`src/hw/bus_pkg.sv`:
```
// Register map, field widths, reset values and readback word layout shared by the bus block
package bus_pkg;

   // ----------------------------------------
   // Bus widths
   // ----------------------------------------
   localparam int SR_AWIDTH = 8;
   localparam int RB_AWIDTH = 8;
   localparam int DATA_W    = 32;

   // Settings bus addresses
   localparam logic [SR_AWIDTH-1:0] SR_LEDS       = 8'd0;
   localparam logic [SR_AWIDTH-1:0] SR_SW_RST     = 8'd1;
   localparam logic [SR_AWIDTH-1:0] SR_CLOCK_CTRL = 8'd2;
   localparam logic [SR_AWIDTH-1:0] SR_DEVICE_ID  = 8'd3;
   localparam logic [SR_AWIDTH-1:0] SR_REF_FREQ   = 8'd4;
   localparam logic [SR_AWIDTH-1:0] SR_SFPP_CTRL0 = 8'd8;
   localparam logic [SR_AWIDTH-1:0] SR_SFPP_CTRL1 = 8'd9;

   // Readback bus addresses
   localparam logic [RB_AWIDTH-1:0] RB_COUNTER      = 8'd0;
   localparam logic [RB_AWIDTH-1:0] RB_CLK_STATUS   = 8'd3;
   localparam logic [RB_AWIDTH-1:0] RB_COMPAT_NUM   = 8'd6;
   localparam logic [RB_AWIDTH-1:0] RB_RFNOC_INFO   = 8'd7;
   localparam logic [RB_AWIDTH-1:0] RB_SFPP_STATUS0 = 8'd8;
   localparam logic [RB_AWIDTH-1:0] RB_SFPP_STATUS1 = 8'd9;

   // ----------------------------------------
   // Register and field widths
   // ----------------------------------------
   localparam int LEDS_W       = 2;
   localparam int SW_RST_W     = 4;
   localparam int CLK_CTRL_W   = 8;
   localparam int CLK_STATUS_W = 8;
   localparam int DEVICE_ID_W  = 16;
   localparam int SFPP_CTRL_W  = 2;
   localparam int PHY_STATUS_W = 16;
   localparam int SFP_RSVD_W   = 10;
   localparam int NUM_SFP      = 2;

   // One write enable slot per settings register
   localparam int WE_LEDS       = 0;
   localparam int WE_SW_RST     = 1;
   localparam int WE_CLK_CTRL   = 2;
   localparam int WE_DEVICE_ID  = 3;
   localparam int WE_REF_FREQ   = 4;
   localparam int WE_SFPP_CTRL0 = 5;
   localparam int NUM_WR_EN     = WE_SFPP_CTRL0 + NUM_SFP;

   // Reset values
   // Bit 6 of clock control turns the GPSDO on
   localparam logic [CLK_CTRL_W-1:0] CLK_CTRL_RESET = 8'h40;
   localparam logic [DATA_W-1:0]     REF_FREQ_RESET = 32'd10_000_000;

   // Identification words
   localparam logic [15:0] COMPAT_MAJOR   = 16'h0025;
   localparam logic [15:0] COMPAT_MINOR   = 16'h0000;
   localparam logic [15:0] RFNOC_PROTOVER = 16'h0100;

   // ----------------------------------------
   // Types
   // ----------------------------------------
   typedef enum logic [2:0] {
      RBS_ZERO,
      RBS_COUNTER,
      RBS_CLK,
      RBS_COMPAT,
      RBS_INFO,
      RBS_SFP0,
      RBS_SFP1
   } rb_sel_t;

   typedef struct packed {
      logic mod_abs;
      logic tx_fault;
      logic rx_los;
   } sfp_pins_t;

   // Status word layout on the readback bus from the MSB down
   typedef struct packed {
      logic [PHY_STATUS_W-1:0] phy_status;
      logic [SFP_RSVD_W-1:0]   reserved;
      sfp_pins_t               changed;
      sfp_pins_t               value;
   } sfp_status_t;

   typedef union packed {
      logic [DATA_W-1:0] raw;
      sfp_status_t       sfp;
   } rb_word_u;

endpackage

```
`src/hw/bus_int_top.sv`:
```
// Control and status register block top level that connects decoder, registers, SFP+ monitors and readback
module bus_int_top (
   input  logic                             clk,
   input  logic                             i_reset,

   // Settings bus
   input  logic                             i_set_stb,
   input  logic [bus_pkg::SR_AWIDTH-1:0]    i_set_addr,
   input  logic [bus_pkg::DATA_W-1:0]       i_set_data,

   // Readback bus
   input  logic [bus_pkg::RB_AWIDTH-1:0]    i_rb_addr,
   input  logic                             i_rb_rd_stb,
   output logic [bus_pkg::DATA_W-1:0]       o_rb_data,

   // Status inputs
   input  logic [bus_pkg::CLK_STATUS_W-1:0] i_clock_status,
   input  bus_pkg::sfp_pins_t               i_sfp_pins       [bus_pkg::NUM_SFP],
   input  logic [bus_pkg::PHY_STATUS_W-1:0] i_sfp_phy_status [bus_pkg::NUM_SFP],

   // Control outputs
   output logic [bus_pkg::LEDS_W-1:0]       o_leds,
   output logic [bus_pkg::SW_RST_W-1:0]     o_sw_rst,
   output logic [bus_pkg::CLK_CTRL_W-1:0]   o_clock_control,
   output logic [bus_pkg::DATA_W-1:0]       o_ref_freq,
   output logic                             o_ref_freq_changed,
   output logic [bus_pkg::SFPP_CTRL_W-1:0]  o_sfp_rs_drive   [bus_pkg::NUM_SFP]
);

   logic [bus_pkg::NUM_WR_EN-1:0]   wr_en;
   bus_pkg::rb_sel_t                rb_sel;
   logic                            sfp_clear  [bus_pkg::NUM_SFP];
   logic [bus_pkg::DEVICE_ID_W-1:0] device_id;
   bus_pkg::sfp_status_t            sfp_status [bus_pkg::NUM_SFP];

   setting_decoder decoder0 (
      .clk         (clk),
      .i_reset     (i_reset),
      .i_set_stb   (i_set_stb),
      .i_set_addr  (i_set_addr),
      .i_rb_addr   (i_rb_addr),
      .i_rb_rd_stb (i_rb_rd_stb),
      .o_wr_en     (wr_en),
      .o_rb_sel    (rb_sel),
      .o_sfp_clear (sfp_clear)
   );

   control_regs regs0 (
      .clk                (clk),
      .i_reset            (i_reset),
      .i_wr_en            (wr_en),
      .i_set_data         (i_set_data),
      .o_leds             (o_leds),
      .o_sw_rst           (o_sw_rst),
      .o_clock_control    (o_clock_control),
      .o_device_id        (device_id),
      .o_ref_freq         (o_ref_freq),
      .o_ref_freq_changed (o_ref_freq_changed),
      .o_sfp_rs_drive     (o_sfp_rs_drive)
   );

   // One monitor per SFP+ cage
   for (genvar g = 0; g < bus_pkg::NUM_SFP; g++) begin : g_sfp
      sfp_status_monitor monitor (
         .clk          (clk),
         .i_reset      (i_reset),
         .i_pins       (i_sfp_pins[g]),
         .i_phy_status (i_sfp_phy_status[g]),
         .i_clear      (sfp_clear[g]),
         .o_status     (sfp_status[g])
      );
   end

   readback_mux rb_mux0 (
      .clk            (clk),
      .i_reset        (i_reset),
      .i_rb_sel       (rb_sel),
      .i_device_id    (device_id),
      .i_clock_status (i_clock_status),
      .i_sfp_status   (sfp_status),
      .o_rb_data      (o_rb_data)
   );

endmodule

```
`src/hw/control_regs.sv`:
```
// Settings registers written from the decoded settings bus, with reset defaults and change pulse
module control_regs (
   input  logic                            clk,
   input  logic                            i_reset,
   input  logic [bus_pkg::NUM_WR_EN-1:0]   i_wr_en,
   input  logic [bus_pkg::DATA_W-1:0]      i_set_data,
   output logic [bus_pkg::LEDS_W-1:0]      o_leds,
   output logic [bus_pkg::SW_RST_W-1:0]    o_sw_rst,
   output logic [bus_pkg::CLK_CTRL_W-1:0]  o_clock_control,
   output logic [bus_pkg::DEVICE_ID_W-1:0] o_device_id,
   output logic [bus_pkg::DATA_W-1:0]      o_ref_freq,
   output logic                            o_ref_freq_changed,
   output logic [bus_pkg::SFPP_CTRL_W-1:0] o_sfp_rs_drive [bus_pkg::NUM_SFP]
);

   // ----------------------------------------
   // Board control registers
   // ----------------------------------------
   // Soft reset bits
   //   0  PHY
   //   1  radio clock domain
   //   2  radio clock PLL
   //   3  ADC IDELAYCTRL
   always_ff @(posedge clk) begin
      if (i_reset) begin
         o_leds          <= '0;
         o_sw_rst        <= '0;
         o_clock_control <= bus_pkg::CLK_CTRL_RESET;
         o_device_id     <= '0;
         o_ref_freq      <= bus_pkg::REF_FREQ_RESET;
      end else begin
         if (i_wr_en[bus_pkg::WE_LEDS]) begin
            o_leds <= i_set_data[bus_pkg::LEDS_W-1:0];
         end
         if (i_wr_en[bus_pkg::WE_SW_RST]) begin
            o_sw_rst <= i_set_data[bus_pkg::SW_RST_W-1:0];
         end
         if (i_wr_en[bus_pkg::WE_CLK_CTRL]) begin
            o_clock_control <= i_set_data[bus_pkg::CLK_CTRL_W-1:0];
         end
         if (i_wr_en[bus_pkg::WE_DEVICE_ID]) begin
            o_device_id <= i_set_data[bus_pkg::DEVICE_ID_W-1:0];
         end
         if (i_wr_en[bus_pkg::WE_REF_FREQ]) begin
            o_ref_freq <= i_set_data;
         end
      end
   end

   // Pulse lines up with the new ref_freq value
   always_ff @(posedge clk) begin
      if (i_reset) begin
         o_ref_freq_changed <= 1'b0;
      end else begin
         o_ref_freq_changed <= i_wr_en[bus_pkg::WE_REF_FREQ];
      end
   end

   // ----------------------------------------
   // SFP+ RS pin control
   // ----------------------------------------
   // A set bit pulls the matching RS pin low outside this block
   for (genvar g = 0; g < bus_pkg::NUM_SFP; g++) begin : g_rs
      always_ff @(posedge clk) begin
         if (i_reset) begin
            o_sfp_rs_drive[g] <= '0;
         end else if (i_wr_en[bus_pkg::WE_SFPP_CTRL0+g]) begin
            o_sfp_rs_drive[g] <= i_set_data[bus_pkg::SFPP_CTRL_W-1:0];
         end
      end
   end

endmodule

```
`src/hw/readback_mux.sv`:
```
// Readback word selection with the free-running cycle counter and a one-cycle registered output
module readback_mux (
   input  logic                             clk,
   input  logic                             i_reset,
   input  bus_pkg::rb_sel_t                 i_rb_sel,
   input  logic [bus_pkg::DEVICE_ID_W-1:0]  i_device_id,
   input  logic [bus_pkg::CLK_STATUS_W-1:0] i_clock_status,
   input  bus_pkg::sfp_status_t             i_sfp_status [bus_pkg::NUM_SFP],
   output logic [bus_pkg::DATA_W-1:0]       o_rb_data
);

   logic [bus_pkg::DATA_W-1:0] counter;
   bus_pkg::rb_word_u          rb_word;

   // ----------------------------------------
   // Cycle counter
   // ----------------------------------------
   always_ff @(posedge clk) begin
      if (i_reset) begin
         counter <= '0;
      end else begin
         counter <= counter + 1'b1;
      end
   end

   // ----------------------------------------
   // Word selection
   // ----------------------------------------
   always_comb begin
      rb_word.raw = '0;
      case (i_rb_sel)
         bus_pkg::RBS_COUNTER: begin
            rb_word.raw = counter;
         end
         bus_pkg::RBS_CLK: begin
            rb_word.raw = {{(bus_pkg::DATA_W-bus_pkg::CLK_STATUS_W){1'b0}}, i_clock_status};
         end
         bus_pkg::RBS_COMPAT: begin
            rb_word.raw = {bus_pkg::COMPAT_MAJOR, bus_pkg::COMPAT_MINOR};
         end
         bus_pkg::RBS_INFO: begin
            rb_word.raw = {i_device_id, bus_pkg::RFNOC_PROTOVER};
         end
         // Status words go through the struct view
         bus_pkg::RBS_SFP0: begin
            rb_word.sfp = i_sfp_status[0];
         end
         bus_pkg::RBS_SFP1: begin
            rb_word.sfp = i_sfp_status[1];
         end
         default: begin
            rb_word.raw = '0;
         end
      endcase
   end

   // Address sampled on one edge and data valid after it
   always_ff @(posedge clk) begin
      if (i_reset) begin
         o_rb_data <= '0;
      end else begin
         o_rb_data <= rb_word.raw;
      end
   end

endmodule

```
`src/hw/setting_decoder.sv`:
```
// Address decoder turning settings and readback addresses into write enables, select and clears
module setting_decoder (
   // Clock and reset serve the bound bus checks only
   input  logic                          clk,
   input  logic                          i_reset,
   input  logic                          i_set_stb,
   input  logic [bus_pkg::SR_AWIDTH-1:0] i_set_addr,
   input  logic [bus_pkg::RB_AWIDTH-1:0] i_rb_addr,
   input  logic                          i_rb_rd_stb,
   output logic [bus_pkg::NUM_WR_EN-1:0] o_wr_en,
   output bus_pkg::rb_sel_t              o_rb_sel,
   output logic                          o_sfp_clear [bus_pkg::NUM_SFP]
);

   // ----------------------------------------
   // Settings writes
   // ----------------------------------------
   always_comb begin
      o_wr_en = '0;
      if (i_set_stb) begin
         case (i_set_addr)
            bus_pkg::SR_LEDS:       o_wr_en[bus_pkg::WE_LEDS]         = 1'b1;
            bus_pkg::SR_SW_RST:     o_wr_en[bus_pkg::WE_SW_RST]       = 1'b1;
            bus_pkg::SR_CLOCK_CTRL: o_wr_en[bus_pkg::WE_CLK_CTRL]     = 1'b1;
            bus_pkg::SR_DEVICE_ID:  o_wr_en[bus_pkg::WE_DEVICE_ID]    = 1'b1;
            bus_pkg::SR_REF_FREQ:   o_wr_en[bus_pkg::WE_REF_FREQ]     = 1'b1;
            bus_pkg::SR_SFPP_CTRL0: o_wr_en[bus_pkg::WE_SFPP_CTRL0]   = 1'b1;
            bus_pkg::SR_SFPP_CTRL1: o_wr_en[bus_pkg::WE_SFPP_CTRL0+1] = 1'b1;
            default:                o_wr_en                           = '0;
         endcase
      end
   end

   // ----------------------------------------
   // Readback select
   // ----------------------------------------
   always_comb begin
      case (i_rb_addr)
         bus_pkg::RB_COUNTER:      o_rb_sel = bus_pkg::RBS_COUNTER;
         bus_pkg::RB_CLK_STATUS:   o_rb_sel = bus_pkg::RBS_CLK;
         bus_pkg::RB_COMPAT_NUM:   o_rb_sel = bus_pkg::RBS_COMPAT;
         bus_pkg::RB_RFNOC_INFO:   o_rb_sel = bus_pkg::RBS_INFO;
         bus_pkg::RB_SFPP_STATUS0: o_rb_sel = bus_pkg::RBS_SFP0;
         bus_pkg::RB_SFPP_STATUS1: o_rb_sel = bus_pkg::RBS_SFP1;
         // Unmapped addresses read zero
         default:                  o_rb_sel = bus_pkg::RBS_ZERO;
      endcase
   end

   // Status words sit at consecutive addresses and clear on read
   always_comb begin
      for (int p = 0; p < bus_pkg::NUM_SFP; p++) begin
         o_sfp_clear[p] = i_rb_rd_stb &&
            (i_rb_addr == bus_pkg::RB_SFPP_STATUS0 + p[bus_pkg::RB_AWIDTH-1:0]);
      end
   end

endmodule

```
`src/hw/sfp_status_monitor.sv`:
```
// Per-port SFP+ status capture that synchronizes module pins and PHY bits and latches pin changes
module sfp_status_monitor (
   input  logic                             clk,
   input  logic                             i_reset,
   input  bus_pkg::sfp_pins_t               i_pins,
   input  logic [bus_pkg::PHY_STATUS_W-1:0] i_phy_status,
   input  logic                             i_clear,
   output bus_pkg::sfp_status_t             o_status
);

   logic [$bits(bus_pkg::sfp_pins_t)+bus_pkg::PHY_STATUS_W-1:0] sync_meta;
   logic [$bits(bus_pkg::sfp_pins_t)+bus_pkg::PHY_STATUS_W-1:0] sync_q;
   bus_pkg::sfp_pins_t               pins_sync;
   bus_pkg::sfp_pins_t               pins_prev;
   bus_pkg::sfp_pins_t               pins_chgd;
   logic [bus_pkg::PHY_STATUS_W-1:0] phy_sync;

   // ----------------------------------------
   // Two-stage synchronizer
   // ----------------------------------------
   // All bits are asynchronous to clk and treated independently
   always_ff @(posedge clk) begin
      sync_meta <= {i_pins, i_phy_status};
      sync_q    <= sync_meta;
   end

   assign {pins_sync, phy_sync} = sync_q;

   // Previous value for edge detection
   always_ff @(posedge clk) begin
      pins_prev <= pins_sync;
   end

   // ----------------------------------------
   // Sticky change bits
   // ----------------------------------------
   // Clear wins over an edge seen in the same cycle
   always_ff @(posedge clk) begin
      if (i_reset || i_clear) begin
         pins_chgd <= '0;
      end else begin
         pins_chgd <= pins_chgd | (pins_sync ^ pins_prev);
      end
   end

   always_comb begin
      o_status.phy_status = phy_sync;
      o_status.reserved   = '0;
      o_status.changed    = pins_chgd;
      o_status.value      = pins_sync;
   end

endmodule

```
`config.mk`:
```
export PLATFORM = sky130hd
export DESIGN_NAME = bus_int_top
export DESIGN_NICKNAME = d
export VERILOG_FILES = /design/src/hw/bus_pkg.sv /design/src/hw/bus_int_top.sv /design/src/hw/control_regs.sv /design/src/hw/readback_mux.sv /design/src/hw/setting_decoder.sv /design/src/hw/sfp_status_monitor.sv
export SDC_FILE = /design/constraint.sdc
export NUM_CORES = 1
export LEC_CHECK = 0
export BUFFER_PORTS_ARGS = -buffer_cell sky130_fd_sc_hd__buf_4
export CORE_MARGIN = 2
export CORE_UTILIZATION = 53
export CTS_CLUSTER_SIZE = 20
export DETAILED_ROUTE_END_ITERATION = 10
export PLACE_DENSITY = 0.76
export SYNTH_ARGS = -nofsm -noshare
export SYNTH_HDL_FRONTEND = slang
export SYNTH_SLANG_ARGS = --single-unit
```
`constraint.sdc`:
```
create_clock -name clk -period 2.45 [get_ports clk]
set_input_delay 0.245 -clock clk [delete_from_list [all_inputs] [get_ports clk]]
set_output_delay 0.245 -clock clk [all_outputs]
set_load 0.1 [all_outputs]
```
# Word level (Yosys, flattened, before mapping)
# Index checks and enable logic that the tools add are counted.
[classes] addsub=1 eq_ne=17 mux=10 bitwise=4 n_reduce_logical=6
[op_table] operator="case mux 32 bit (6 select lines)" count=1
[op_table] operator="adder 32 x 1 -> 32 bit, second input constant" count=1
[op_table] operator="equality test 8 x 4 -> 1 bit, second input constant" count=4
[op_table] operator="equality test 8 x 2 -> 1 bit, second input constant" count=3
[op_table] operator="equality test 8 x 3 -> 1 bit, second input constant" count=3
[op_table] operator="case mux 3 bit (6 select lines)" count=1
[op_table] operator="zero test 8 bit" count=2
[op_table] operator="equality test 3 bit, second input constant" count=3
[op_table] operator="equality test 8 x 1 -> 1 bit, second input constant" count=1
[op_table] operator="2-to-1 mux 1 bit" count=7
[op_table] operator="2-to-1 mux 7 bit" count=1
[op_table] operator="equality test 3 x 2 -> 1 bit, second input constant" count=2
[op_table] operator="OR 3 bit" count=2
[op_table] operator="XOR 3 bit" count=2
[op_table] operator="equality test 3 x 1 -> 1 bit, second input constant" count=1
[op_table] operator="logical AND 1 bit" count=2
[op_table] operator="logical OR 1 bit" count=2
[totals] regBits=219 in_bits=98 output_inout_bits=83 wordCells=64

# Longest topological paths before layout
# Gate-level depths: netlist of run 1.
[depth] word_depth=4 mapped_depth=7 mapped_depth_nobuf=5

# Hierarchy
# From an unflattened synthesis of run 1, not the netlist that was laid out.
[unflattened] cells_unflattened=717 hier_area_um2=7624.8
[by_module_without_submodules] module="readback_mux" n_inst=1 cells_per_inst=344 area_each_um2=3016.6 seq_area_each_um2=1281.2
[by_module_without_submodules] module="control_regs" n_inst=1 cells_per_inst=215 area_each_um2=2396.0 seq_area_each_um2=1341.3
[by_module_without_submodules] module="sfp_status_monitor" n_inst=2 cells_per_inst=62 area_each_um2=1012.2 seq_area_each_um2=880.8
[by_module_without_submodules] module="setting_decoder" n_inst=1 cells_per_inst=34 area_each_um2=187.7 seq_area_each_um2=0.0

# Worst setup path after synthesis of run 1
# OpenSTA, ideal clock, no wires.
[synth_path] path_kind="input to register" startpoint="input port i_set_addr[5] (netlist bit)" endpoint="register regs0.o_ref_freq[10] (netlist bit)" setup_ns=0.136 t_arrival_ns=1.706 required_ns=2.314 slack_ns=0.608 cell_stages=6 n_path_buf=2 path_cell_list="or4_4 or4_1 clkbuf_1 buf_2 nand2_1 nand3_1"
[synth_via] elab_chain_cells=3
[synth_lines] element="from (decl)" line="bus_int_top.sv:8" rtl="input logic [bus_pkg::SR_AWIDTH-1:0] i_set_addr,"
[synth_lines] element="equality test 8 x 3 -> 1 bit" line="setting_decoder.sv:21" rtl="case (i_set_addr)"
[synth_lines] element="2-to-1 mux 1 bit" line="setting_decoder.sv:21"
[synth_lines] element="2-to-1 mux 7 bit" line="setting_decoder.sv:20" rtl="if (i_set_stb) begin"
[synth_lines] element="to (signal assigned)" line="control_regs.sv:30" rtl="o_ref_freq <= bus_pkg::REF_FREQ_RESET;"
[synth_lines] element="to (signal assigned)" line="control_regs.sv:45" rtl="o_ref_freq <= i_set_data;"
[synth_lines] element="to (decl)" line="control_regs.sv:11" rtl="output logic [bus_pkg::DATA_W-1:0] o_ref_freq,"
# Every way passes these cells.
# A chain may end at the register's enable or synchronous reset.

# Final worst setup path of run 1
[layout_path] startpoint="register rb_mux0.counter[9] (netlist bit)" endpoint="register rb_mux0.counter[25] (netlist bit)"
[layout_via] elab_chain_cells=1
[layout_lines] element="from (decl)" line="readback_mux.sv:12" rtl="logic [bus_pkg::DATA_W-1:0] counter;"
[layout_lines] element="from (signal assigned)" line="readback_mux.sv:22" rtl="counter <= counter + 1'b1;"
[layout_lines] element="adder 32 x 1 -> 32 bit" line="readback_mux.sv:22"
# Every way passes these cells.

==> results of run 1 <==
[state kept, by name, indices dropped and copies added, names as in the netlist]
register and cells:
regs0.o_clock_control 8, regs0.o_sfp_rs_drive 4, regs0.o_leds 2, rb_mux0.o_rb_data 32
g_sfp.monitor.pins_prev 6, regs0.o_sw_rst 4, regs0.o_ref_freq 32, rb_mux0.counter 32
regs0.o_ref_freq_changed 1, g_sfp.monitor.o_status 6, regs0.o_device_id 16, g_sfp.monitor.sync_meta 38
g_sfp.monitor.sync_q 38
[kinds of logic (layout without fill, tap and decap cells)]
logic type	after synthesis	in the layout	synth area share
compound gates	120	120	0.0964
simple gates	277	277	0.185
flops	219	219	0.593
fa+ha+maj	1	1	0.00169
xor+xnor	16	16	0.0189
mux	56	56	0.0764
buf+inv	52	280	0.0291
[cells in the mapped netlist, drive strengths merged]
| library cell | n | share of area |
|---|---|---|
| a2111o | 1 | 0.0015 |
| a2111oi | 1 | 0.0012 |
| a211o | 1 | 0.0012 |
| a21oi | 59 | 0.040 |
| a22oi | 8 | 0.0081 |
| a31oi | 2 | 0.0017 |
| a41o | 1 | 0.0014 |
| a41oi | 1 | 0.0012 |
| and2 | 1 | 0.00085 |
| and3 | 25 | 0.021 |
| and4 | 1 | 0.0012 |
| buf | 16 | 0.011 |
| clkbuf | 29 | 0.015 |
| dfxtp | 219 | 0.59 |
| ha | 1 | 0.0017 |
| inv | 7 | 0.0036 |
| mux2 | 4 | 0.0061 |
| mux2i | 52 | 0.070 |
| nand2 | 96 | 0.049 |
| nand3 | 18 | 0.012 |
| nand3b | 2 | 0.0020 |
| nand4 | 7 | 0.0068 |
| nand4b | 2 | 0.0024 |
| nor2 | 78 | 0.040 |
| nor2b | 3 | 0.0025 |
| nor3 | 3 | 0.0027 |
| nor3b | 1 | 0.0010 |
| nor4 | 8 | 0.0085 |
| nor4b | 4 | 0.0076 |
| o211ai | 1 | 0.0010 |
| o21a | 3 | 0.0030 |
| o21ai | 23 | 0.016 |
| o2bb2ai | 6 | 0.0071 |
| o311ai | 1 | 0.0012 |
| o31ai | 11 | 0.011 |
| o41ai | 1 | 0.0012 |
| or2 | 1 | 0.00085 |
| or3 | 8 | 0.0068 |
| or3b | 2 | 0.0024 |
| or4 | 17 | 0.018 |
| xnor2 | 8 | 0.0095 |
| xor2 | 8 | 0.0095 |
[power breakdown]
part	switching [W]	total, W	internal, W
combinational	0.000166	0.000369	0.000203
sequential	0.0000366	0.00368	0.00365
clock	0.00126	0.00296	0.00171
total	0.00146	0.00702	0.00556
[repair_timing]
item	CTS	global route
hold buffers	48	0
endpoints found under the setup margin	0	0
hold endpoints to repair	48	0
[final cells by class]
type / instances / area (um2)
fill: 1001 / 3790
inverter: 7 / 26.3
sequential: 219 / 4380
clock inverter: 7 / 65.1
tap: 180 / 225
multi-input combinational: 470 / 2810
clock buffer: 27 / 558
timing repair buffer: 239 / 1910
[worst max-delay path: stages (launching register included)]
cell and delay (ns):
dfxtp_1 0.43, nand4_1 0.19, or4_1 0.81, or4_1 0.60, a21oi_1 0.17
[through the flow]
step	util	hold WS (ns)	worst slack, ns	std cells	total power, W
floorplan	-	0.273	0.608	741	0.00388
finish	0.725	0.0107	0.178	1149	0.00702
global route	0.725	0.0217	0.0766	1149	0.00724
global placement	0.645	0.310	0.364	1067	0.00405
CTS	0.725	0.00508	0.254	1149	0.00706
detailed placement	0.645	0.312	0.267	1067	0.00406
[routing by layer]
metal / up-vias / share of wire / global-route usage
li1: 2992 / - / -
met1: 2938 / 0.41 / 0.313
met2: 221 / 0.49 / 0.439
met3: 57 / 0.061 / 0.0375
met4: 0 / 0.037 / 0.106
met5: - / 0 / 0
[cells in the final DEF, fill, tap and decap left out, types with 11 or more instances in the layout]
| cell type | instances |
|---|---|
| a21oi_1 | 59 |
| and3_1 | 25 |
| buf_4 | 191 |
| clkbuf_16 | 21 |
| dfxtp_1 | 219 |
| dlygate4sd3_1 | 48 |
| mux2i_1 | 52 |
| nand2_1 | 96 |
| nand3_1 | 18 |
| nor2_1 | 78 |
| o21ai_0 | 21 |
| o31ai_1 | 11 |
| or4_1 | 16 |
[path summary, 6_finish.rpt]
kind         cells after the start                           start  slack [ns]                           to
max                              4              rb_mux0.counter[9]        0.18          rb_mux0.counter[25]
min                              3                  i_set_data[15]        0.01         regs0.o_ref_freq[15]
max reg2reg                      4              rb_mux0.counter[9]        0.18          rb_mux0.counter[25]
min reg2reg                      0  g_sfp[1].monitor.sync_meta[16]        0.32  g_sfp[1].monitor.sync_q[16]
==> impl_metrics.py, run 1 <==
metrics = {
    "clock_tree": {
        "clk_path_buf_depth": 3,
        "cts_tree": "done",
        "clk_pin_slew_ns": 0.06,
        "ctsResizeCount": 0,
        "cts_buffers": 21,
        "insertion_delay_ns": 0.49,
        "cts_root_buf": "clkbuf_16",
        "cts_max_level": 1,
        "clock-sinks": 219,
        "post_cts_buffers": 0,
    },
    "synthesis": {
        "synth_cell_type_count": 51,
        "yosysSeqAreaShare": 0.593,
        "syn_area_mm2": 0.00740,
        "netlist_instances": 741,
        "syn-mean-instance-area_um2": 9.98,
        "synth_warnings": 0,
        "ys_ff_latch": 219,
        "syn_nets": 840,
    },
    "route": {
        "via_per_inst": 5.40,
        "drt_iter0_drc": 414,
        "dr.pass1.iters": 5,
        "drtAntennaViolNets": 0,
        "vias": 6208,
        "finalWirelength_mm": 19.0,
        "post-route-drc-count": 0,
        "avgRoutedWirePerCell_um": 16.5,
    },
    "worst_setup_path": {
        "crit_type": "register to register",
        "endpoint_kind": "register",
        "worstSetupStartpointType": "register",
        "arrival_ns": 2.68,
        "crit_fanout": 16,
        "critical_path_required_ns": 2.86,
    },
    "placed_design": {
        "gp_congestion": 0.855,
        "placed_area_mm2": 0.00888,
        "hpwl_mm": 12.7,
        "io_buffers": 180,
    },
    "run_status": {
        "outcome": "finished, final reports clean",
    },
    "cells_and_area": {
        "antennaDiodeCount": 0,
        "final_cell_area_mm2": 0.00998,
        "area_delta_synth_final_pct": 34.9,
        "final_layout_size_suffix_gt1_frac": 0.241,
        "fin_nets": 1057,
    },
    "timing": {
        "period_needed_ns": 2.27,
        "rsz0062_at_grt": "false",
        "tns_ns": 0,
        "hold_violations": 0,
        "final_max_slew_viol_count": 0,
        "tightest_slew_ns": 0.930,
        "slew_headroom": 0.380,
        "setup_viol": 0,
        "finClkSkew_ns": 0.0137,
        "fmax_ghz": 0.440,
        "finalCritPeriodShare": 0.927,
    },
    "floorplanning": {
        "rows": 43,
        "start_util": 0.537,
        "pin_count": 181,
        "die_x_um": 122,
        "die_area_mm2": 0.0149,
        "die_y_um": 122,
        "coreArea_mm2": 0.0138,
    },
    "min_path": {
        "hold_class": "input port to register",
    },
    "global_route": {
        "grt_pass1_vias": 6070,
        "grt_remaining_overflow": 0,
        "grt_max_degree": 59,
        "grt_antenna_before_repair": 0,
        "grt.total_usage": 0.253,
        "grt_pass1_wl_mm": 29.9,
    },
    "power_and_ir_drop": {
        "p_per_area_mw_per_mm2": 703,
        "p_leak_nw": 4.26,
        "peakVddDrop_v": 0.000634,
    },
    "job": {
        "drv_cap": 0,
    },
}
No activity file was read; power rests on OpenSTA's default activity.
==> run 2: changes to the inputs <==
- CELL_PAD_IN_SITES_DETAIL_PLACEMENT: not set -> 1
- CELL_PAD_IN_SITES_GLOBAL_PLACEMENT: not set -> 2
- CORE_UTILIZATION: 53 -> 32
- PLACE_DENSITY: 0.76 -> 0.75
==> run 2 against run 1 <==
- count of clock-buffer cells in the layout rose by 7
- critical path depth did not move
- non-clock buffer count rose by 29
- via count fell by 1.2%
- wire length rose by 13%
- first-iteration DRC count fell by 53%
- clock skew fell by 0.0027 ns
- flip-flop and latch count did not move
==> impl_metrics.py, run 2 (same netlist as run 1, synthesis figures left out) <==
metrics = {
    "min_path": {
        "min_path_cells": 3,
        "hp-start": "i_set_data[0]",
        "whs_endpoint": "regs0.o_ref_freq[0]",
        "hold_class": "input port to register",
    },
    "timing": {
        "final_max_slew_viol_count": 0,
        "finClkSkew_ns": 0.0110,
        "tns_ns": 0,
        "setup_viol": 0,
        "period_needed_ns": 2.16,
        "slew_headroom": 0.570,
        "finalCritPeriodShare": 0.882,
        "fmax_ghz": 0.463,
        "hold_violations": 0,
        "tightest_slew_ns": 0.644,
        "rsz0062_at_grt": "false",
    },
    "global_route": {
        "grt_pass1_vias": 6135,
        "grt_pass1_wl_mm": 33.4,
        "grt.total_usage": 0.172,
        "grt_remaining_overflow": 0,
        "grt_antenna_before_repair": 1,
        "grt_max_degree": 59,
    },
    "cells_and_area": {
        "top_regs": "g_sfp.monitor.sync_meta (38), g_sfp.monitor.sync_q (38)",
        "fin_cells": 1292,
        "layout_common_cells": "219 x dfxtp_1, 191 x buf_4, 96 x nand2_1",
        "final_util": 0.469,
        "fin_nets": 1089,
        "layout_commonest_cell": "dfxtp_1",
        "final_layout_size_suffix_gt1_frac": 0.243,
        "antennaDiodeCount": 0,
        "nFillCells": 2480,
        "area_delta_synth_final_pct": 43.6,
    },
    "worst_setup_path": {
        "worstReg2RegStart": "rb_mux0.counter[10]",
        "endpoint_kind": "register",
        "r2r_cells": 4,
        "crit_fanout": 16,
        "reg2reg_slack_ns": 0.29,
        "arrival_ns": 2.60,
        "worstSetupStartpointType": "register",
        "crit_type": "register to register",
        "critical_path_required_ns": 2.89,
        "rr_endpoint": "rb_mux0.counter[25]",
    },
    "clock_tree": {
        "insertion_delay_ns": 0.51,
        "cts_max_level": 1,
        "post_cts_buffers": 0,
        "ctsResizeCount": 0,
        "cts_tree": "done",
        "clk_pin_slew_ns": 0.06,
        "cts_root_buf": "clkbuf_16",
        "clock-sinks": 219,
        "clk_path_buf_depth": 3,
        "cts_buffers": 24,
    },
    "floorplanning": {
        "rows": 55,
        "pin_count": 181,
        "die_x_um": 156,
        "start_util": 0.327,
        "die_y_um": 156,
        "die_area_mm2": 0.0244,
        "coreArea_mm2": 0.0226,
    },
    "power_and_ir_drop": {
        "peakVddDrop_v": 0.000446,
        "p_per_area_mw_per_mm2": 739,
        "switchingPower_w": 0.00164,
        "p_comb_frac": 0.053,
        "p_seq_frac": 0.469,
        "p_leak_nw": 4.50,
        "intPower_w": 0.00621,
        "swShare": 0.209,
        "clkPwrFrac": 0.478,
    },
    "run_status": {
        "outcome": "finished, final reports clean",
    },
    "placed_design": {
        "io_buffers": 180,
        "gp_congestion": 0.748,
        "hpwl_mm": 14.3,
        "place_inst": 1173,
    },
    "route": {
        "via_per_inst": 4.75,
        "finalWirelength_mm": 21.5,
        "drt_iter0_drc": 194,
        "dr.pass1.iters": 4,
        "avgRoutedWirePerCell_um": 16.6,
        "drtAntennaViolNets": 0,
        "vias": 6133,
        "post-route-drc-count": 0,
    },
    "job": {
        "drv_cap": 0,
    },
}
[run 2: worst max-delay path by stage]
stage,startpoint,endpoint,slack (ns)
2_1_floorplan,i_set_addr[5],regs0.o_ref_freq[10],0.61
5_1_grt,rb_mux0.counter[10],rb_mux0.counter[25],0.14
3_5_place_dp,rb_mux0.counter[0],rb_mux0.counter[22],0.29
4_1_cts,rb_mux0.counter[0],rb_mux0.counter[22],0.28
6_report,rb_mux0.counter[10],rb_mux0.counter[25],0.29
3_3_place_gp,rb_mux0.counter[10],rb_mux0.counter[25],0.34
[run 2: area by class of cell]
class,instances,area (um2),area share
flip-flops and latches,219,4380,0.413
multi-input cells,470,2810,0.264
repair buffers,268,2210,0.208
clock buffers,34,709,0.0668
well taps,285,357,0.0336
clock inverters,9,128,0.0120
inverters,7,26.3,0.00247
[run 2: repair_timing]
item / in CTS / in global routing
hold buffers: 76 / 0
setup endpoints to repair: 0 / 0
hold endpoints to repair: 90 / 0
[run 2: routing by layer]
metal	global-route usage	vias up	wire (um)
met5	0	-	13
met4	0.0376	2	318
met3	0.0347	31	1210
met2	0.285	152	9660
met1	0.234	2877	10300
li1	-	3071	-
[run 2: critical path: stages, from the launching register on]
cell and delay (ns):
dfxtp_1 0.42, nand4_1 0.16, or4_1 0.79, or4_1 0.57
a21oi_1 0.14
[run 2: power by group through the flow]
stage	Sequential, W	Clock, W	Combinational, W
floorplan	0.00376	0	0.000128
global placement	0.00376	0	0.000314
detailed placement	0.00376	0	0.000314
CTS	0.00368	0.00387	0.000415
global route	0.00369	0.00404	0.000447
finish	0.00368	0.00376	0.000412
[run 2: stage by stage]
stage	hold WS (ns)	power [W]	setup slack, ns	area (um2)
global placement	0.311	0.00408	0.344	9030
CTS	0.0270	0.00797	0.277	10600
finish	0.0458	0.00785	0.289	10600
floorplan	0.273	0.00388	0.608	7400
global route	0.0368	0.00818	0.139	10600
detailed placement	0.313	0.00408	0.289	9030
